<file path="config.mk">
export PLATFORM = sky130hd
export DESIGN_NAME = phys_regfile
export DESIGN_NICKNAME = d
export VERILOG_FILES = /design/src/phys_regfile.sv
export VERILOG_INCLUDE_DIRS = /design/src
export SDC_FILE = /design/constraint.sdc
export NUM_CORES = 2
export LEC_CHECK = 0
export BUFFER_PORTS_ARGS = -buffer_cell sky130_fd_sc_hd__buf_2
export CAP_MARGIN = 20
export CORE_AREA = 2 2 401 403
export DETAILED_ROUTE_END_ITERATION = 10
export DIE_AREA = 0 0 403 405
export PLACE_DENSITY = 0.8
export SLEW_MARGIN = 10
export SYNTH_ARGS = -nofsm -noshare
export SYNTH_HDL_FRONTEND = slang
export SYNTH_SLANG_ARGS = --single-unit
</file>
<file path="constraint.sdc">
create_clock -name clk -period 3.8 [get_ports clk]
set_input_delay 0.76 -clock clk [delete_from_list [all_inputs] [get_ports clk]]
set_output_delay 0.76 -clock clk [all_outputs]
set_load 0.1 [all_outputs]
</file>
<file path="src/tinyrv_defs.svh">
// ------------------------------------------------
// TinyRV decode-issue sizes
// Register counts and field widths
// ------------------------------------------------

`ifndef TINYRV_DEFS_SVH
`define TINYRV_DEFS_SVH

// Architectural registers x0 to x31
`define NUM_AREGS 32
`define AREG_BITS 5

// Physical registers, at least 33
`define NUM_PHYS_REGS 36
`define PREG_BITS 6

`define SEQ_BITS 8

// Fixed by the routing rule
`define NUM_PIPES 2

`endif

</file>
<file path="src/phys_regfile.sv">
// ------------------------------------------------
// Physical register file
// Two async read ports, one sync write port,
// preg 0 hardwired to zero
// ------------------------------------------------

`include "tinyrv_defs.svh"

module phys_regfile #(
  parameter type t_entry = logic [31:0]
) (
  input  logic                  clk,
  input  logic                  rst,
  input  logic [`PREG_BITS-1:0] raddr0,
  input  logic [`PREG_BITS-1:0] raddr1,
  output t_entry                rdata0,
  output t_entry                rdata1,
  input  logic [`PREG_BITS-1:0] waddr,
  input  t_entry                wdata,
  input  logic                  wen
);

  t_entry regs [`NUM_PHYS_REGS];

  // No bypass, new data visible the cycle after the write
  assign rdata0 = regs[raddr0];
  assign rdata1 = regs[raddr1];

  always_ff @(posedge clk) begin
    if (rst) begin
      for (int i = 0; i < `NUM_PHYS_REGS; i++) begin
        regs[i] <= '0;
      end
    end else if (wen && waddr != '0) begin
      regs[waddr] <= wdata;
    end
  end

endmodule

</file>
==> impl_metrics.json <==
{
  "finalCritPeriodShare_pct": 108,
  "final_nets": 6595,
  "ir_drop_v": 0.000569,
  "endpoint_kind": "primary output",
  "combPwrFrac_pct": 14.8,
  "path_clk_slew_ns": 0.06,
  "pwr-share-seq_pct": 47.6,
  "drtPass1Iterations": 10,
  "yosysMostFrequentCell": "edfxtp_1",
  "ant_nets": 0,
  "die_w_um": 403,
  "cp_cell_sequence": "buf_16 > buf_16 > buf_12 > buf_4 > mux4_2 > a22oi_2 > nand3_1 > nand4_1 > buf_12 > nand2_4 > buf_12",
  "synth_area_leaders": "edfxtp_1 61%, mux4_2 23%, and2_1 7.0%",
  "fin_tns_setup_ns": -2.57,
  "cts_root_buffer": "clkbuf_16",
  "wl_met3_um": 67600,
  "synthCells": 5834,
  "largestRegisters": "regs: 2048 flops",
  "htree_levels": 4,
  "arrival_ns": 3.34,
  "critPathLaunch": "raddr1[1]",
  "drv_slew": 0,
  "postPlaceCellArea_um2": 111000,
  "fin_ws_ns": -0.297,
  "cts.sinks": 2048,
  "final_cell_area_um2": 122000,
  "synth.distinct_cells": 46,
  "area_delta_synth_final_pct": 20.1,
  "finalNonFillerCells": 8820,
  "max_freq_mhz": 244,
  "syn_area_um2": 101000,
  "synth.avg_cell_area_um2": 17.3,
  "start_kind": "primary input",
  "numPortBuffers": 116,
  "hold_violations": 0,
  "whs_ns": 0.263,
  "rsz0062_at_grt": "true",
  "antenna_found_initial": 25,
  "run_status": "complete, but fails checks",
  "layout-drive-gt1-share_pct": 40.4,
  "p_sw_mw": 14.2,
  "cp_top_family": "buffers and inverters",
  "dp_hpwl_um": 216000,
  "swShare_pct": 26.1,
  "p_leak_nw": 41.3,
  "cts_max_path_buffers": 3,
  "wl_met1_um": 107000,
  "grt-ovfl-total": 0,
  "criticalPathCategory": "in2out",
  "cts_tree": "yes",
  "top_register": "regs",
  "largest_reg_flops": 2048,
  "maxSlewHeadroom_pct": 15.5,
  "start_util_pct": 63.5,
  "crit_path_max_incr_delay_ns": 0.76,
  "remaining_drc_errors": 0,
  "critPathCapture": "rdata1[0]",
  "synth_warnings": 0,
  "synthFlopType": "edfxtp_1",
  "routed_wl_um": 370000,
  "power_report.internal_total_mw": 40.4,
  "ioPinCount": 117,
  "tightest_slew_ns": 1.27,
  "path_buf_inv": 6,
  "power_density_nw_per_um2": 449,
  "cpMostUsedCell": "buf_12",
  "crit_slowest_cell": "nand4_1",
  "vias": 70200,
  "timing.max_cap.violations": 0,
  "crit_required_ns": 3.04,
  "hp-class": "in2reg",
  "synth_edf_count": 2048,
  "async_reset_ff_share_pct": 0,
  "seq_area_frac_synth_pct": 60.8,
  "grt_max_degree": 64,
  "grt_pass1_wl_um": 503000,
  "dp.cells": 8264,
  "setup_viol": 45,
  "synth_area_leader_cell": "edfxtp_1",
  "viasPerCell": 7.96,
  "die-area_um2": 163000,
  "drtIter0Drc": 14600,
  "num_rows": 147,
  "gp_congestion": 0.953,
  "pwr-share-clk_pct": 37.6,
  "ys_seq_elements": 2048,
  "wl_per_cell_um": 42.0,
  "numCtsBuffers": 203,
  "violations": "negative setup slack",
  "grt_pass1_vias": 69100,
  "top_layer_used": "met5",
  "utilization_pct": 76.3,
  "synthDominantCellAreaShare_pct": 60.8,
  "core_um2": 159000,
  "crit_fanout": 12,
  "cp.depth": 11,
  "route.met2.wl_um": 164000,
  "grt.total_usage_pct": 44.4,
  "synth_common_cells": "2048 x edfxtp_1, 1126 x and2_1, 1018 x mux4_2",
  "die_y_um": 405,
  "period_minus_slack_ns": 4.10
}
-- repair_timing --
action,CTS,global route
pin swaps,22,46
hold endpoints to repair,0,0
setup buffers,43,81
hold buffers,0,0
gates resized for setup,224,214
gates cloned,17,13
setup endpoints to repair,60,61
-- layer usage --
layer  GRT usage, %  vias to the layer above
met5              0                        -
met4           29.1                       20
met3           19.2                     2114
met2           65.6                     8334
met1           53.7                    34500
li1               -                    25200
-- layout by cell type (no fill, tap or decap), drive strengths merged, types with 30 or more instances in the layout --
cell,count
edfxtp,2048
and2,1127
mux4,1027
buf,1014
clkbuf,247
o22ai,197
nor2,148
a21oi,119
clkinv,108
a22oi,99
mux2i,66
o221ai,56
nand2,43
or2,41
conb,32
nor2b,32
o22a,30
-- how the worst min path moves through the flow --
stage | slack [ns] | endpoint | from | depth (start not counted)
4_1_cts | 0.48 | regs[0][19] | rst | 2
5_1_grt | 0.27 | regs[38][14] | wdata[14] | 1
2_1_floorplan | 0.86 | regs[36][0] | wdata[0] | 0
3_3_place_gp | 1.36 | regs[0][19] | rst | 2
3_5_place_dp | 1.36 | regs[0][19] | rst | 2
6_report | 0.26 | regs[38][14] | wdata[14] | 1
-- power groups by stage --
| stage | Combinational, mW | Clock [mW] | Sequential (mW) |
|---|---|---|---|
| 3_5_place_dp | 6.96 | 0 | 26.4 |
| 3_3_place_gp | 6.87 | 0 | 26.3 |
| 6_report | 8.10 | 20.5 | 26.0 |
| 5_1_grt | 8.14 | 21.1 | 26.0 |
| 2_1_floorplan | 4.00 | 0 | 26.2 |
| 4_1_cts | 7.39 | 20.2 | 25.9 |
-- logic make-up after synthesis --
| logic type | Yosys count | share of synthesized area [%] |
|---|---|---|
| and+or+nand+nor | 1509 | 8.85 |
| DFF | 2048 | 60.8 |
| buffers and inverters | 569 | 2.62 |
| other | 1 | 0.00371 |
| AOI/OAI and AO/OA | 604 | 4.08 |
| muxes | 1103 | 23.7 |
-- stage by stage --
stage | total power [mW] | setup slack (ns)
floorplan | 30.2 | -0.355
global placement | 33.2 | -0.610
detailed placement | 33.4 | -0.639
CTS | 53.6 | -0.0978
global route | 55.3 | -0.205
finish | 54.6 | -0.297
-- final cells by class --
class                           instances  area [um^2]
Clock buffer                          231         5250
Fill cell                            8201        37700
Timing Repair Buffer                 1041        11800
Tap cell                             2086         2610
Clock inverter                        148         1370
Multi-Input combinational cell       3248        39000
Antenna cell                           18         45.0
Sequential cell                      2048        61500
No activity file was read; power rests on OpenSTA's default activity.
