File: src/tinyrv_defs.svh
// ------------------------------------------------
// TinyRV decode-issue sizes
// Register counts and field widths
// ------------------------------------------------

`ifndef TINYRV_DEFS_SVH
`define TINYRV_DEFS_SVH

// Architectural registers x0 to x31
`define NUM_AREGS 32
`define AREG_BITS 5

// Physical registers, at least 33
`define NUM_PHYS_REGS 36
`define PREG_BITS 6

`define SEQ_BITS 8

// Fixed by the routing rule
`define NUM_PIPES 2

`endif

File: src/tinyrv_pkg.sv
// ------------------------------------------------
// TinyRV shared types
// Micro-op, immediate format and jump kind enums
// used across decode, routing and issue
// ------------------------------------------------

package tinyrv_pkg;

  // ------------------------------------------------
  // Micro-ops
  // ------------------------------------------------

  // One code per supported instruction
  typedef enum logic [2:0] {
    UOP_ADD  = 3'd0,
    UOP_ADDI = 3'd1,
    UOP_MUL  = 3'd2,
    UOP_LW   = 3'd3,
    UOP_SW   = 3'd4,
    UOP_JAL  = 3'd5,
    UOP_JALR = 3'd6
  } rv_uop;

  // ------------------------------------------------
  // Immediate formats
  // ------------------------------------------------

  // ADDI, LW and JALR use I, SW uses S, JAL uses J
  typedef enum logic [1:0] {
    IMM_I = 2'd0,
    IMM_S = 2'd1,
    IMM_J = 2'd2
  } rv_imm_type;

  // Jump kind, picks the squash target formula
  typedef enum logic [1:0] {
    JUMP_NONE = 2'd0,
    JUMP_JAL  = 2'd1,
    JUMP_JALR = 2'd2
  } rv_jump;

endpackage

File: src/imm_gen.sv
// ------------------------------------------------
// Immediate generator
// Sign-extended I, S and J immediates
// ------------------------------------------------

module imm_gen (
  input  logic [31:0]            inst,
  input  tinyrv_pkg::rv_imm_type imm_sel,
  output logic [31:0]            imm
);

  always_comb begin
    case (imm_sel)
      // I type, bits 31:20
      tinyrv_pkg::IMM_I: begin
        imm = {{20{inst[31]}}, inst[31:20]};
      end
      // S type, split across funct7 and rd fields
      tinyrv_pkg::IMM_S: begin
        imm = {{20{inst[31]}}, inst[31:25], inst[11:7]};
      end
      // J type, scrambled, halfword aligned
      tinyrv_pkg::IMM_J: begin
        imm = {{12{inst[31]}}, inst[19:12], inst[20], inst[30:21], 1'b0};
      end
      default: begin
        imm = '0;
      end
    endcase
  end

endmodule

File: config.mk
export PLATFORM = sky130hd
export DESIGN_NAME = imm_gen
export DESIGN_NICKNAME = d
export VERILOG_FILES = /design/src/tinyrv_defs.svh /design/src/tinyrv_pkg.sv /design/src/imm_gen.sv
export SDC_FILE = /design/constraint.sdc
export NUM_CORES = 1
export LEC_CHECK = 0
export BUFFER_PORTS_ARGS = -buffer_cell sky130_fd_sc_hd__buf_4
export CAP_MARGIN = 30
export CORE_AREA = 2 2 39 41
export DETAILED_ROUTE_END_ITERATION = 7
export DIE_AREA = 0 0 41 43
export GPL_ROUTABILITY_DRIVEN = 0
export PLACE_DENSITY = 0.77
export SYNTH_ARGS = -nofsm -noshare
export SYNTH_HDL_FRONTEND = slang
export SYNTH_SLANG_ARGS = --single-unit
File: constraint.sdc
create_clock -name vclk -period 1.15
set_input_delay 0.1725 -clock vclk [all_inputs]
set_output_delay 0.1725 -clock vclk [all_outputs]
set_load 0.02 [all_outputs]
==> out/metrics.csv <==
stage,metric,value,unit
synthesis,post-synthesis sequential area ratio,0,
floorplanning,chip height,43,um
grt,met2 routing resource usage after global routing,0.216,
route,routed vias/inst,4.20,
layout,antenna diode count,0,
power,internal power contribution,0.192,mW
place,worst setup slack before clock tree synthesis,-91.0,ps
route,Residual DRC,0,
route,ANT nets after route,0,
power,sequential cell fraction of total power,0,
layout,"commonest non-fill, non-tap cells in the layout","61 x sky130_fd_sc_hd__buf_4, 8 x sky130_fd_sc_hd__a21o_1, 6 x sky130_fd_sc_hd__and2_1",
place,placed instance count,104,
floorplanning,initial core utilization,0.206,
power,clock share of power,0,
route,drt wl/cell,10.3,um
timing,unrepaired setup endpoints after global routing,no,
power,Total Power,0.372,mW
grt,pin count of the biggest net entering global routing,13,
layout,number of flip-flops and latches,0,
layout,Filler Cells Inserted,142,
setup_path,most numerous cell on the critical path,sky130_fd_sc_hd__buf_4,
timing,Slew @ Worst Pin,354,ps
floorplanning,area of the die,1760,sq um
timing,part of the cycle the worst path needs,0.929,
status,status,"finished, final reports clean",
setup_path,critical path's slowest cell,sky130_fd_sc_hd__nor2b_2,
layout,Area growth syn-to-layout,136,%
grt,number of global-route vias before repair,394,
floorplanning,cell row count,14,
floorplanning,CORE AREA,1380,sq um
setup_path,critical path start-end classification,input port to output port,
route,total length of routed wires,1.07,mm
setup_path,highest fanout seen on the critical path,9,
synthesis,Synth warnings,0,
power,Net Sw Power,0.180,mW
synthesis,total nets after synthesis,74,
synthesis,Gate Count Post-Synth,40,
timing,endpoints failing hold,0,
timing,post-route setup TNS,0,ps
grt,met1 layer usage reported by global route,0.136,
run,max-cap violations,0,
place,Port-buffer cells,59,
grt,overflow left after global routing,0,
timing,Max Freq,936,MHz
floorplanning,# IOs,66,
timing,final number of max-transition violations,0,
setup_path,required time worst endpoint,980,ps
power,switching share of power,0.484,
timing,final setup margin,81.8,ps
setup_path,type of element capturing the critical path,output port,
layout,combined area of the multi-input logic cells,193,sq um
setup_path,sort of element at the start of the critical path,input port,
timing,Post-Route Hold Slack,642,ps
power,reported leakage power,0.426,nW
layout,number of nets in the final layout,124,
power,worst IR drop on VDD,0.000211,V
timing,number of setup violations in the final report,0,
layout,layout cell share with drive strength beyond 1,0.739,
hold_path,Worst Hold Launch,imm_sel[1],
route,vias after detailed routing,437,
hold_path,path class of the lowest-slack min-delay path,input port to output port,
synthesis,post-synth cell types,12,
synthesis,post-synthesis average cell area,7.13,sq um
setup_path,critical path's largest stage delay,310,ps
timing,worst slew margin relative to its limit,0.763,
floorplanning,floorplan die width,41,um
power,power density over the cells,551,nW/um^2
route,iteration-0 DRC count of the detailed router,5,
layout,final cell count without fillers,104,
synthesis,post-synth design cell area,285,sq um
route,number of iterations in the first detailed-routing pass,2,
hold_path,Hold Path Depth,3,
setup_path,WP data arrival,900,ps
setup_path,ordered list of cells on the worst path,buf_4 > nor2b_2 > a31o_1 > buf_4,
layout,"commonest non-fill, non-tap cell in the layout",sky130_fd_sc_hd__buf_4,
grt,met3 track utilization from global routing,0.00524,
timing,final worst path period need,1070,ps
layout,clkbuf count,0,
hold_path,worst hold endpoint,imm[0],
grt,global-route usage over all layers,0.113,
power,proportion of power drawn by combinational gates,1.000,
grt,global routing's busiest layer,met2,
layout,total area of sequential cells,0,sq um
grt,first-pass GRT wire length,1.50,mm
grt,initial antenna violation count,0,
[cell families (layout without fill, tap and decap cells)]
| logic type | Yosys count | after routing | synth area share |
|---|---|---|---|
| buffers and inverters | 14 | 62 | 0.346 |
| multiplexers | 1 | 1 | 0.0351 |
| AO/OA/AOI/OAI | 13 | 13 | 0.364 |
| AND/OR/NAND/NOR | 12 | 12 | 0.254 |
[stage by stage]
| stage | utilization | cell area [sq um] |
|---|---|---|
| floorplan | - | 285 |
| global placement | 0.483 | 668 |
| detailed placement | 0.483 | 668 |
| CTS | 0.486 | 673 |
| global route | 0.487 | 674 |
| finish | 0.487 | 674 |
[worst max path at each step]
| stage | from | end | slack [ps] |
|---|---|---|---|
| final | imm_sel[1] | imm[11] | 80 |
| after global routing | imm_sel[1] | imm[12] | 2 |
| after CTS | imm_sel[1] | imm[24] | 4 |
| after detailed placement | imm_sel[1] | imm[11] | -90 |
| after global placement | imm_sel[1] | imm[11] | -80 |
| after floorplan | imm_sel[1] | imm[21] | 50 |
[critical path, delay by kind of cell]
family	cells	cell delay (ps)
buffers and inverters	2	260
AO/OA/AOI/OAI	1	150
AND/OR/NAND/NOR	1	310
[metal layers]
layer  share of wire  vias to the layer above
met4               0                        0
li1                -                      223
met5               0                        -
met3            0.12                        0
met1            0.38                      181
met2            0.50                       33
[final cells by class]
type	count	area share
inverter	1	0.00557
multi-input combinational	26	0.286
tap	16	0.0297
timing repair buffer	61	0.679
[what timing repair did]
item | CTS | global route
cloned | 0 | 0
gates resized for setup | 2 | 1
pin swaps | 0 | 0
hold buffers | 0 | 0
buffers inserted | 0 | 0
setup endpoints to repair | 9 | 12
[cell usage after synthesis, drive strengths merged]
cell | number | area, sq um
nand2 | 1 | 3.75
a22o | 4 | 35.0
inv | 1 | 3.75
mux2i | 1 | 10.0
nor2b | 3 | 21.3
a31o | 1 | 8.76
and2 | 7 | 43.8
nor2 | 1 | 3.75
buf | 13 | 95.1
a21o | 8 | 60.1
[power groups by stage]
| stage | logic (mW) | clock network [mW] | registers, mW |
|---|---|---|---|
| 2_1_floorplan | 0.207 | 0 | 0 |
| 3_3_place_gp | 0.368 | 0 | 0 |
| 3_5_place_dp | 0.372 | 0 | 0 |
| 4_1_cts | 0.375 | 0 | 0 |
| 5_1_grt | 0.394 | 0 | 0 |
| 6_report | 0.372 | 0 | 0 |
(Power assumes the default switching activity.)
