$ cat config.mk
export PLATFORM = sky130hd
export DESIGN_NAME = inst_decoder
export DESIGN_NICKNAME = d
export VERILOG_FILES = /design/src/tinyrv_pkg.sv /design/src/inst_decoder.sv
export VERILOG_INCLUDE_DIRS = /design/src
export SDC_FILE = /design/constraint.sdc
export NUM_CORES = 1
export LEC_CHECK = 0
export BUFFER_PORTS_ARGS = -buffer_cell sky130_fd_sc_hd__buf_2
export CAP_MARGIN = 20
export CORE_AREA = 2 2 39 41
export DETAILED_ROUTE_END_ITERATION = 6
export DIE_AREA = 0 0 41 43
export PLACE_DENSITY = 0.84
export SYNTH_ARGS = -nofsm -noshare
export SYNTH_HDL_FRONTEND = slang
export SYNTH_SLANG_ARGS = --single-unit
$ cat constraint.sdc
create_clock -name vclk -period 1.5
set_input_delay 0.075 -clock vclk [all_inputs]
set_output_delay 0.075 -clock vclk [all_outputs]
set_load 0.01 [all_outputs]
$ cat src/tinyrv_defs.svh
// ------------------------------------------------
// TinyRV decode-issue sizes
// Register counts and field widths
// ------------------------------------------------

`ifndef TINYRV_DEFS_SVH
`define TINYRV_DEFS_SVH

// Architectural registers x0 to x31
`define NUM_AREGS 32
`define AREG_BITS 5

// Physical registers, at least 33
`define NUM_PHYS_REGS 36
`define PREG_BITS 6

`define SEQ_BITS 8

// Fixed by the routing rule
`define NUM_PIPES 2

`endif

$ cat src/tinyrv_pkg.sv
// ------------------------------------------------
// TinyRV shared types
// Micro-op, immediate format and jump kind enums
// used across decode, routing and issue
// ------------------------------------------------

package tinyrv_pkg;

  // ------------------------------------------------
  // Micro-ops
  // ------------------------------------------------

  // One code per supported instruction
  typedef enum logic [2:0] {
    UOP_ADD  = 3'd0,
    UOP_ADDI = 3'd1,
    UOP_MUL  = 3'd2,
    UOP_LW   = 3'd3,
    UOP_SW   = 3'd4,
    UOP_JAL  = 3'd5,
    UOP_JALR = 3'd6
  } rv_uop;

  // ------------------------------------------------
  // Immediate formats
  // ------------------------------------------------

  // ADDI, LW and JALR use I, SW uses S, JAL uses J
  typedef enum logic [1:0] {
    IMM_I = 2'd0,
    IMM_S = 2'd1,
    IMM_J = 2'd2
  } rv_imm_type;

  // Jump kind, picks the squash target formula
  typedef enum logic [1:0] {
    JUMP_NONE = 2'd0,
    JUMP_JAL  = 2'd1,
    JUMP_JALR = 2'd2
  } rv_jump;

endpackage

$ cat src/inst_decoder.sv
// ------------------------------------------------
// Instruction decoder
// Maps a 32-bit instruction to micro-op, register
// addresses and operand/jump control
// ------------------------------------------------

`include "tinyrv_defs.svh"

module inst_decoder (
  input  logic [31:0]             inst,
  output logic                    val,
  output tinyrv_pkg::rv_uop       uop,
  output logic [`AREG_BITS-1:0]   raddr0,
  output logic [`AREG_BITS-1:0]   raddr1,
  output logic [`AREG_BITS-1:0]   waddr,
  output logic                    wen,
  output tinyrv_pkg::rv_imm_type  imm_sel,
  output logic                    op2_sel,
  output tinyrv_pkg::rv_jump      jump
);

  // Major opcodes
  localparam logic [6:0] OPC_OP     = 7'b0110011;
  localparam logic [6:0] OPC_OP_IMM = 7'b0010011;
  localparam logic [6:0] OPC_LOAD   = 7'b0000011;
  localparam logic [6:0] OPC_STORE  = 7'b0100011;
  localparam logic [6:0] OPC_JAL    = 7'b1101111;
  localparam logic [6:0] OPC_JALR   = 7'b1100111;

  // Instruction fields
  logic [6:0]            opcode;
  logic [2:0]            funct3;
  logic [6:0]            funct7;
  logic [`AREG_BITS-1:0] rs1;
  logic [`AREG_BITS-1:0] rs2;
  logic [`AREG_BITS-1:0] rd;
  logic                  writes;

  assign opcode = inst[6:0];
  assign rd     = inst[11:7];
  assign funct3 = inst[14:12];
  assign rs1    = inst[19:15];
  assign rs2    = inst[24:20];
  assign funct7 = inst[31:25];

  // Unused source ports read x0 so they never stall
  always_comb begin
    val     = 1'b0;
    uop     = tinyrv_pkg::UOP_ADD;
    raddr0  = '0;
    raddr1  = '0;
    writes  = 1'b0;
    imm_sel = tinyrv_pkg::IMM_I;
    op2_sel = 1'b0;
    jump    = tinyrv_pkg::JUMP_NONE;
    case (opcode)
      OPC_OP: begin
        // ADD and MUL share funct3, split on funct7
        if (funct3 == 3'b000 && funct7 == 7'b0000000) begin
          val    = 1'b1;
          uop    = tinyrv_pkg::UOP_ADD;
          raddr0 = rs1;
          raddr1 = rs2;
          writes = 1'b1;
        end else if (funct3 == 3'b000 && funct7 == 7'b0000001) begin
          val    = 1'b1;
          uop    = tinyrv_pkg::UOP_MUL;
          raddr0 = rs1;
          raddr1 = rs2;
          writes = 1'b1;
        end
      end
      OPC_OP_IMM: begin
        if (funct3 == 3'b000) begin
          val     = 1'b1;
          uop     = tinyrv_pkg::UOP_ADDI;
          raddr0  = rs1;
          writes  = 1'b1;
          op2_sel = 1'b1;
        end
      end
      OPC_LOAD: begin
        if (funct3 == 3'b010) begin
          val     = 1'b1;
          uop     = tinyrv_pkg::UOP_LW;
          raddr0  = rs1;
          writes  = 1'b1;
          op2_sel = 1'b1;
        end
      end
      OPC_STORE: begin
        // Base in rs1, store data in rs2
        if (funct3 == 3'b010) begin
          val     = 1'b1;
          uop     = tinyrv_pkg::UOP_SW;
          raddr0  = rs1;
          raddr1  = rs2;
          imm_sel = tinyrv_pkg::IMM_S;
          op2_sel = 1'b1;
        end
      end
      OPC_JAL: begin
        val     = 1'b1;
        uop     = tinyrv_pkg::UOP_JAL;
        writes  = 1'b1;
        imm_sel = tinyrv_pkg::IMM_J;
        jump    = tinyrv_pkg::JUMP_JAL;
      end
      OPC_JALR: begin
        if (funct3 == 3'b000) begin
          val    = 1'b1;
          uop    = tinyrv_pkg::UOP_JALR;
          raddr0 = rs1;
          writes = 1'b1;
          jump   = tinyrv_pkg::JUMP_JALR;
        end
      end
      default: begin
        val = 1'b0;
      end
    endcase
  end

  // Writes to x0 are dropped here and only here
  assign waddr = writes ? rd : '0;
  assign wen   = writes & (rd != '0);

endmodule

==> flow_summary.yaml <==
synthesis:
  yosysSeqAreaShare_pct: 0
  synthXorXnorAreaFrac_pct: 2.244
  synthAdderAreaFrac_pct: 0
  syn-num-nets: 90
  synth_cell_types: 28
  syn_avg_cell_area_um2: 6.731
  synth_cells: 58
  netlist.area_leader.share_pct: 19.23
  synth_compound_area_share_pct: 25.96
  synthTopCellsByArea: "and2_1 (19%), nor3b_1 (12%), o221ai_4 (6.7%), or2_2 (4.8%), nor3_1 (3.8%)"
  yosys_warnings: 0
  synth_top_area_cell: "and2_1"
  synth_top_family_by_area: "simple AND/OR/NAND/NOR gates"
  syn_area_um2: 390.4
  synth-simple-area-share_pct: 67.95
  muxShareOfSynthArea_pct: 0
final_layout:
  fin_util_pct: 55.97
  seq_cell_count: 0
  areaGrowthSynthToFinish_pct: 98.40
  layout.nets: 148
  seqCellArea_um2: 0
  num_antenna_cells: 0
  clock_buffers: 0
  drive_gt1_share_pct: 64.04
  design_area_um2: 774.5
  fill_cells: 122
sta:
  period_share_pct: 110.9
  slew_headroom_pct: 72.09
  worst_pin_slew_ns: 0.4154
  final-setup-viol-count: 18
  fin_ws_ns: -0.1631
  slew_viol_final: 0
  holdWs_ns: 0.4414
  min_period_ns: 1.663
  rsz0062_at_grt: "true"
  finalSetupTns_ns: -1.959
  hold_viol: 0
  max_freq_ghz: 0.6013
die:
  start_util_pct: 28.21
  fp.dieW_um: 41
  die_y_um: 43
  rows: 14
  boundaryPins: 57
  dieArea_um2: 1763
  core_region_area_um2: 1384
routing:
  routed_wl_mm: 1.467
  dr.pass1.iters: 4
  drc: 0
  postRouteAntennaNets: 0
  viasPerCell: 5.031
  routed-via-count: 654
  avgRoutedWirePerCell_um: 11.28
  dr.first_iter.drc_count: 6
power_and_ir_drop:
  irDropWorstVdd_mv: 0.05609
  p_per_area_nw_per_um2: 120.6
  finalPower_uw: 93.39
  p_leak_uw: 0.0004166
placed_design:
  routabilityCongestion: 0.7806
  dp_hpwl_mm: 1.210
  port_buffers: 57
  placed_area_um2: 695.7
grt:
  grt_remaining_overflow: 0
  grt_first_pass_wirelength_mm: 1.980
  grt_pass1_vias: 543
  grt_max_degree: 10
  antenna_found_initial: 0
  grt_use_total_pct: 14.79
worst_setup_path:
  arrival_ns: 1.59
  worstSetupEndpointType: "output port"
  slowest_stage: "or4_4"
  critPathLaunchType: "input pin"
  worstPathMaxFanout: 6
  slowest_delay_ns: 0.54
  worstSetupPathType: "in2out"
  crit_required_ns: 1.42
  cp_cell_sequence: "buf_6 > or4_4 > or3_4 > o221ai_4 > and2_1 > buf_2"
  critPathBufInv: 2
  cpLargestDelayFamily: "simple AND/OR/NAND/NOR gates"
run_status:
  outcome: "finished, violations left"
  violations: "negative setup slack"
cts:
  post_cts_buffers: 0
  cts-hold-fix-buffers: 0
run:
  max_cap_violations: 0
worst_hold_path:
  hold_class: "in2out"
==> per-layer routing <==
metal	global-route usage, %	up-vias	share of wire, %
li1	-	325	-
met4	0	0	0
met1	17.09	293	33
met3	1.571	0	12
met5	0	-	0
met2	28.44	36	55
==> cell families after synthesis <==
logic type / after synthesis
XOR/XNOR: 1
AND/OR/NAND/NOR: 42
buffers and inverters: 4
AO/OA/AOI/OAI: 11
==> cell usage in the layout, fill, tap and decap left out, drive strengths merged, types with 2 or more instances in the layout <==
master,count
nand2b,2
or3,2
or2,3
nor3b,6
o21ai,3
nor2,3
and2,12
or4,2
buf,58
inv,2
nor3,3
nand2,4
==> area by class of cell <==
cell class	count	area, um^2	share of cell area, %
Inverter	2	7.507	0.9693
Timing Repair Buffer	58	336.6	43.46
Tap cell	16	20.02	2.585
Multi-Input combinational cell	54	410.4	52.99
==> metrics by stage <==
stage | std cells | setup WS [ns]
2_1_floorplan | 58 | 0.04594
3_3_place_gp | 130 | -0.1474
3_5_place_dp | 130 | -0.1868
4_1_cts | 130 | -0.1513
5_1_grt | 130 | -0.2259
6_report | 130 | -0.1631
==> cell usage after synthesis (2+ instances only) <==
cell / instances
nand2b_1: 2
nor3_1: 3
inv_1: 2
and2_1: 12
clkbuf_1: 2
nor2_1: 3
nand2_1: 4
nor3b_1: 6
or2_2: 3
o21ai_0: 3
==> final timing paths <==
| check | startpoint | endpoint | cells after the start |
|---|---|---|---|
| max | inst[27] | waddr[0] | 6 |
| min | inst[21] | raddr1[1] | 3 |
==> power breakdown <==
| group | internal, uW | switching (uW) |
|---|---|---|
| registers | 0 | 0 |
| logic | 50.6 | 42.8 |
| clock network | 0 | 0 |
==> timing repair <==
item                       in CTS  in global routing
gates resized for setup         2                 15
pin swaps                       5                 10
cloned                          0                  0
setup endpoints to repair      18                 18
(Power assumes the default switching activity.)
