File: src/tinyrv_defs.svh
// ------------------------------------------------
// TinyRV decode-issue sizes
// Register counts and field widths
// ------------------------------------------------

`ifndef TINYRV_DEFS_SVH
`define TINYRV_DEFS_SVH

// Architectural registers x0 to x31
`define NUM_AREGS 32
`define AREG_BITS 5

// Physical registers, at least 33
`define NUM_PHYS_REGS 36
`define PREG_BITS 6

`define SEQ_BITS 8

// Fixed by the routing rule
`define NUM_PIPES 2

`endif

File: src/rename_table.sv
// ------------------------------------------------
// Rename table
// Arch-to-phys map, per-preg pending bits and a
// free mask with lowest-first allocation
// ------------------------------------------------

`include "tinyrv_defs.svh"

module rename_table (
  input  logic                  clk,
  input  logic                  rst,

  // Destination allocation
  input  logic [`AREG_BITS-1:0] alloc_areg,
  input  logic                  alloc_en,
  output logic [`PREG_BITS-1:0] alloc_preg,
  output logic [`PREG_BITS-1:0] alloc_ppreg,
  output logic                  alloc_rdy,

  // Source lookup
  input  logic [`AREG_BITS-1:0] lookup_areg0,
  input  logic [`AREG_BITS-1:0] lookup_areg1,
  output logic [`PREG_BITS-1:0] lookup_preg0,
  output logic [`PREG_BITS-1:0] lookup_preg1,
  output logic                  lookup_pending0,
  output logic                  lookup_pending1,

  // Completion
  input  logic                  complete_val,
  input  logic                  complete_wen,
  input  logic [`PREG_BITS-1:0] complete_preg,
  input  logic [`PREG_BITS-1:0] complete_ppreg
);

  logic [`PREG_BITS-1:0]    map [`NUM_AREGS];
  logic [`NUM_PHYS_REGS-1:0] pending;
  logic [`NUM_PHYS_REGS-1:0] free_mask;

  // ------------------------------------------------
  // Combinational lookups
  // ------------------------------------------------

  assign lookup_preg0    = map[lookup_areg0];
  assign lookup_preg1    = map[lookup_areg1];
  assign lookup_pending0 = pending[map[lookup_areg0]];
  assign lookup_pending1 = pending[map[lookup_areg1]];

  assign alloc_ppreg = map[alloc_areg];
  assign alloc_rdy   = |free_mask;

  // Scan from the top down so the lowest free preg wins
  always_comb begin
    alloc_preg = '0;
    for (int i = `NUM_PHYS_REGS - 1; i >= 0; i--) begin
      if (free_mask[i]) begin
        alloc_preg = `PREG_BITS'(i);
      end
    end
  end

  // ------------------------------------------------
  // State update
  // ------------------------------------------------

  // Completion and allocation never touch the same preg
  always_ff @(posedge clk) begin
    if (rst) begin
      // Identity map for x0..x31 with the spares free
      for (int i = 0; i < `NUM_AREGS; i++) begin
        map[i] <= `PREG_BITS'(i);
      end
      pending   <= '0;
      free_mask <= '0;
      for (int i = `NUM_AREGS; i < `NUM_PHYS_REGS; i++) begin
        free_mask[i] <= 1'b1;
      end
    end else begin
      if (complete_val) begin
        if (complete_wen) begin
          pending[complete_preg] <= 1'b0;
        end
        // Previous mapping goes back to the pool
        if (complete_ppreg != '0) begin
          free_mask[complete_ppreg] <= 1'b1;
        end
      end
      // New mapping stays pending until its completion
      if (alloc_en) begin
        map[alloc_areg]       <= alloc_preg;
        pending[alloc_preg]   <= 1'b1;
        free_mask[alloc_preg] <= 1'b0;
      end
    end
  end

endmodule

File: config.mk
export PLATFORM = sky130hd
export DESIGN_NAME = rename_table
export DESIGN_NICKNAME = d
export VERILOG_FILES = /design/src/rename_table.sv
export VERILOG_INCLUDE_DIRS = /design/src
export SDC_FILE = /design/constraint.sdc
export NUM_CORES = 1
export LEC_CHECK = 0
export BUFFER_PORTS_ARGS = -buffer_cell sky130_fd_sc_hd__clkbuf_2
export CELL_PAD_IN_SITES_DETAIL_PLACEMENT = 1
export CELL_PAD_IN_SITES_GLOBAL_PLACEMENT = 2
export CORE_UTILIZATION = 47
export CTS_CLUSTER_SIZE = 40
export DETAILED_ROUTE_END_ITERATION = 12
export MAX_ROUTING_LAYER = met4
export PLACE_DENSITY_LB_ADDON = 0.1
export SLEW_MARGIN = 20
export SYNTH_ARGS = -nofsm -noshare
export SYNTH_HDL_FRONTEND = slang
export SYNTH_SLANG_ARGS = --single-unit
File: constraint.sdc
create_clock -name clk -period 6.1 [get_ports clk]
set_clock_uncertainty 0.15 [all_clocks]
set_input_delay 0.305 -clock clk [delete_from_list [all_inputs] [get_ports clk]]
set_output_delay 0.305 -clock clk [all_outputs]
set_load 0.02 [all_outputs]
==> flow_summary_export.csv, run 1 <==
group,metric,value,unit
global_routing,globalRoute.totalOverflow,0,
placed_design,portBuffers,58,
finish,final_util,0.531,
pwr,p_int,3.35,mW
sta,min_period,4660,ps
worst_hold_path,hold_class,"input pin to flip-flop",
cts,htree_levels,1,
synth,synthTopCellsByArea,"edfxtp_1 (37%), mux4_2 (21%), dfxtp_1 (9.1%), nor2_1 (4.3%), nand2_1 (3.2%)",
floorplanning,dieArea,34300,sq um
global_routing,grt_pass1_wl,82.7,mm
setup_path,endpoint_kind,"output port",
pwr,comb_power_share,0.168,
sta,max_freq,215,MHz
finish,fin_nets,1377,
setup_path,critPathKind,"input pin to output port",
detailed_routing,via_per_inst,6.78,
detailed_routing,wl_per_cell,30.9,microns
pwr,seq_power_share,0.432,
setup_path,cp.arrival,4200,ps
setup_path,critPathRequiredTime,5640,ps
detailed_routing,first_pass_iters,5,
synth,synth.largest_area_cell,"edfxtp_1",
floorplanning,std_cell_rows,66,
cts,cts_resized,0,
synth,syn_area_per_cell,11.8,sq um
synth,yosysTopAreaCellShare,0.365,
cts,cts_hold_buf,0,
synth,synthArstFlopShare,0,
sta,fin_tns_setup,0,ps
placed_design,gp_congestion,0.953,
placed_design,dp_hpwl,40.3,mm
floorplanning,die_height,185,microns
floorplanning,initial_core_util,0.481,
outcome,status,"complete, no violations",
finish,area_delta_synth_final,10.3,%
sta,worst_pin_slew,1160,ps
finish,fin_area,17400,sq um
synth,synth_edf_count,192,
sta,rsz0062_at_grt,"false",
synth,synth_ff_type,"edfxtp_1",
setup_path,cp-start-kind,"input pin",
floorplanning,ioPinCount,59,
setup_path,cp_max_fo,33,
pwr,sw_frac_of_total,0.284,
detailed_routing,routed_wirelength,56.1,mm
synth,synthTopCellsByCount,"edfxtp_1 (192), nor2_1 (180), mux4_2 (145), nand2_1 (134), a21oi_1 (84)",
global_routing,antenna_found_initial,4,
finish,drive_above_1_share,0.230,
pwr,switchingPower,1.33,mW
sta,max_slew_margin,0.224,
cts,cts_tree,"built",
cts,clk_pin_slew,60,ps
pwr,peakVddDrop,0.000219,V
global_routing,grt_max_degree,74,
cts,insertion_delay,550,ps
cts,cts_max_path_buffers,3,
synth,synth.cell_area,15800,sq um
synth,ys_ff_latch,264,
global_routing,grtUsageTotal,0.347,
sta,finalSetupViolCount,0,
detailed_routing,vias,12300,
synth,syn_nets,1365,
cts,cts-buffers-inserted,30,
synth,ys_seq_area_frac,0.457,
placed_design,dpl_cell_area,16400,sq um
synth,ys_types,56,
pwr,cellLeakagePower,5.70,nW
detailed_routing,drtIter0Drc,1406,
synth,synthCells,1333,
pwr,powerDensity,269,nW/um^2
synth,yosys_warnings,0,
cts,cts_root_buffer,"clkbuf_16",
job,max_cap_viol_count,0,
sta,finalHoldViolCount,0,
global_routing,grt_pass1_vias,12000,
sta,finalMaxSlewViolations,0,
floorplanning,core-area,32800,sq um
synth,synth.most_common_cell,"edfxtp_1",
sta,post-route-period-util,0.763,
detailed_routing,antenna_left,0,
sta,holdWs,74.6,ps
floorplanning,die_w,185,microns
cts,post_cts_buffers,0,
pwr,p_clk_frac,0.400,
detailed_routing,drc,0,
cts,cts_sinks,264,
[cell families (layout without fill, tap and decap cells)]
family / Yosys count / count (layout) / synth area share
other: 0 / 2 / 0
buffers and inverters: 124 / 159 / 0.0366
DFF: 264 / 264 / 0.457
and+or+nand+nor: 531 / 531 / 0.159
muxes: 212 / 212 / 0.271
AOI/OAI and AO/OA: 202 / 202 / 0.0765
[cell usage in the layout (no fill, tap or decap), types with 3 or more instances in the layout]
cell type and count:
a2111oi_0 3, a22oi_1 27, clkbuf_2 56, mux2i_1 32
a311oi_1 3, o21ai_0 39, a21oi_1 83, dfxtp_1 72
a31oi_1 5, nand2b_1 41, nand3_1 56, a211oi_1 19
clkinv_2 9, nor2b_1 13, buf_4 29, clkinvlp_4 5
clkbuf_1 5, or2_2 5, nor3_1 15, edfxtp_1 192
mux4_2 145, nor2_1 180, nand3b_1 5, o31ai_1 6
and3_1 11, and3b_1 3, clkbuf_16 31, mux4_1 18
nor3b_1 25, nor4_1 12, mux2_2 14, and2_1 10
nand2_1 134, inv_1 17, bufinv_16 4, nand4_1 9
nor3b_2 3
[final cells by class]
| class | count | area (sq um) |
|---|---|---|
| Clock inverter | 18 | 203 |
| Multi-Input combinational cell | 945 | 8070 |
| Clock buffer | 37 | 808 |
| Inverter | 19 | 71.3 |
| Tap cell | 442 | 553 |
| Fill cell | 3417 | 15400 |
| Timing Repair Buffer | 85 | 498 |
| Sequential cell | 264 | 7210 |
| Antenna cell | 2 | 5.00 |
[metal layers]
layer | vias to the layer above | wire, microns | GRT usage
met4 | 0 | 1200 | 0.0767
li1 | 5175 | - | -
met3 | 93 | 5710 | 0.0690
met2 | 643 | 24500 | 0.495
met1 | 6367 | 24600 | 0.510
met5 | - | 0 | -
[state kept, by name, summed over array words and instances (netlist names)]
name	count
pending	36
map	192
free_mask	36
[worst max-delay path, cell delays in order]
cell and delay (ps):
clkbuf_2 710, buf_4 390, mux4_1 330, nand3b_1 100, a31oi_1 120, nor3_2 490, buf_4 260, mux2_2 350
a21oi_1 160, a22oi_1 100, and4b_1 200, or4_1 510, clkbuf_2 170
[power groups by stage]
stage	clock, mW	sequential (mW)	combinational [mW]
2_1_floorplan	0	2.03	0.518
3_3_place_gp	0	2.06	0.766
3_5_place_dp	0	2.06	0.776
4_1_cts	1.89	2.02	0.778
5_1_grt	1.95	2.03	0.825
6_report	1.87	2.02	0.787
[stage by stage]
stage | setup slack [ps] | power, mW | std cells
6_report | 1440 | 4.68 | 1812
4_1_cts | 1440 | 4.69 | 1810
3_5_place_dp | 1440 | 2.83 | 1755
2_1_floorplan | 2560 | 2.55 | 1333
5_1_grt | 1250 | 4.80 | 1812
3_3_place_gp | 1500 | 2.82 | 1755
[worst paths after layout]
path | start | endpoint | slack [ps] | cells past startpoint
setup / recovery | lookup_areg1[1] | lookup_pending1 | 1440 | 13
hold / removal | complete_preg[5] | pending[32]$_SDFF_PP0_ | 70 | 4
setup reg to reg | free_mask[29]$_SDFF_PP0_ | free_mask[3]$_SDFF_PP0_ | 2390 | 10
hold reg to reg | pending[27]$_SDFF_PP0_ | pending[27]$_SDFF_PP0_ | 350 | 2
Power figures use the tool's default switching activity.
==> run 2, diff against run 1 <==
--- a/config.mk
+++ b/config.mk
@@ -9,7 +9,7 @@
 export BUFFER_PORTS_ARGS = -buffer_cell sky130_fd_sc_hd__clkbuf_2
 export CELL_PAD_IN_SITES_DETAIL_PLACEMENT = 1
 export CELL_PAD_IN_SITES_GLOBAL_PLACEMENT = 2
-export CORE_UTILIZATION = 47
+export CORE_UTILIZATION = 39
 export CTS_CLUSTER_SIZE = 40
 export DETAILED_ROUTE_END_ITERATION = 12
 export MAX_ROUTING_LAYER = met4
==> constraint.sdc (replaced) <==
create_clock -name clk -period 4.1 [get_ports clk]
set_clock_uncertainty 0.15 [all_clocks]
set_input_delay 0.205 -clock clk [delete_from_list [all_inputs] [get_ports clk]]
set_output_delay 0.205 -clock clk [all_outputs]
set_load 0.02 [all_outputs]
==> flow_summary_export.csv, run 2 (synthesis results as in run 1) <==
group,metric,value,unit
outcome,status,"complete, but fails checks",
outcome,violations,"negative setup slack",
detailed_routing,antenna_left,0,
placed_design,gp_congestion,0.935,
finish,antennaDiodeCount,0,
sta,worst_pin_slew,1020,ps
cts,insertion_delay,540,ps
worst_hold_path,worstHoldStart,"complete_ppreg[5]",
pwr,powerDensity,392,nW/um^2
detailed_routing,wl_per_cell,31.1,microns
floorplanning,dieArea,41300,sq um
floorplanning,core-area,39800,sq um
detailed_routing,drc,0,
setup_path,critPathKind,"flip-flop to output port",
floorplanning,die_w,203,microns
global_routing,grtUsageTotal,0.306,
placed_design,portBuffers,58,
setup_path,critPathRequiredTime,3740,ps
global_routing,grt_max_degree,72,
floorplanning,die_height,203,microns
global_routing,globalRoute.totalOverflow,0,
detailed_routing,vias,12400,
cts,htree_levels,2,
placed_design,dp_hpwl,44.3,mm
setup_path,r2r-start,"free_mask[5]$_SDFF_PP0_",
sta,min_period,4110,ps
cts,cts_max_path_buffers,3,
sta,worst_slack,-7.95,ps
global_routing,antenna_found_initial,0,
worst_hold_path,hold_class,"input pin to flip-flop",
detailed_routing,routed_wirelength,60.3,mm
detailed_routing,drtIter0Drc,1310,
detailed_routing,first_pass_iters,5,
finish,reg_top3,"map x192, free_mask x36, pending x36",
job,max_cap_viol_count,0,
finish,layout_commonest_cell,"edfxtp_1",
global_routing,grt_pass1_wl,88.3,mm
finish,fin_nets,1420,
finish,drive_above_1_share,0.257,
setup_path,endpoint_kind,"output port",
finish,layout_common_cells,"edfxtp_1 (192), nor2_1 (179), mux4_2 (145)",
setup_path,cp-start-kind,"flip-flop",
global_routing,grt_pass1_vias,12200,
detailed_routing,via_per_inst,6.40,
finish,area_delta_synth_final,14.3,%
pwr,cellLeakagePower,5.91,nW
sta,max_slew_margin,0.312,
cts,clk_pin_slew,60,ps
finish,largest_register_ffs,192,
cts,cts-buffers-inserted,34,
cts,cts_root_buffer,"clkbuf_16",
sta,rsz0062_at_grt,"true",
sta,post-route-period-util,1.00,
pwr,fin_total_pwr,7.07,mW
cts,cts_tree,"built",
sta,finalSetupViolCount,1,
sta,fin_tns_setup,-7.95,ps
cts,cts_sinks,264,
finish,regMostFlops,"map",
floorplanning,std_cell_rows,73,
sta,finalMaxSlewViolations,0,
floorplanning,ioPinCount,59,
floorplanning,initial_core_util,0.396,
setup_path,cp.arrival,3750,ps
setup_path,crit_start,"map[22][0]$_SDFFCE_PN0P_",
sta,max_freq,243,MHz
sta,finalHoldViolCount,0,
setup_path,cp_max_fo,8,
pwr,peakVddDrop,0.000311,V
-- run 2: metal layers --
layer	track usage	wire, microns	vias up
met5	-	0	-
met1	0.461	27200	6465
met2	0.427	26200	587
met3	0.0580	5660	90
li1	-	-	5266
met4	0.0661	1200	0
-- run 2: timing repair --
action | in CTS | in global routing
endpoints found under the hold margin | 3 | 0
hold buffers | 5 | 0
endpoints found under the setup margin | 2 | 2
pin swaps | 1 | 9
gates resized for setup | 1 | 40
buffers inserted | 4 | 2
-- run 2: through the flow --
step	instances	cell area [sq um]	hold WS [ps]	utilization	setup WS, ps
detailed placement	1866	16700	347	0.421	165
CTS	1937	17800	27.1	0.448	-91.3
finish	1939	18000	20.9	0.453	-7.95
global placement	1866	16700	336	0.421	153
floorplan	1333	15800	241	-	755
global route	1939	18000	39.4	0.453	-74.9
-- run 2: cell type report --
class | count | area [sq um]
fill | 4240 | 21800
multi-input combinational | 945 | 8200
sequential | 264 | 7210
clock buffer | 45 | 902
timing repair buffer | 124 | 893
tap | 525 | 657
clock inverter | 17 | 100
inverter | 19 | 71.3
-- run 2: path summary, 6_finish.rpt --
check                                   to  slack (ps)  depth (start not counted)
hold reg to reg     pending[29]$_SDFF_PP0_         360                          2
hold / removal    free_mask[23]$_SDFF_PP0_          20                          4
setup reg to reg    pending[33]$_SDFF_PP0_         880                          9
setup / recovery           lookup_pending1          -8                         11
-- run 2: where the power goes --
group	leakage [nW]	internal, mW	total [mW]	switching (mW)
clock	0.485	1.56	2.78	1.22
sequential	2.36	2.93	3.01	0.0795
combinational	3.06	0.468	1.27	0.804
-- run 2: critical path, stage by stage, from the launching register on --
cell and delay [ps]:
edfxtp_1 510, mux4_2 520, mux2i_2 220, o22ai_2 130, nor3_2 250, buf_6 190, mux2_4 310, a21oi_2 120
a22oi_1 90, and4b_1 190, or4_4 520, buf_6 150
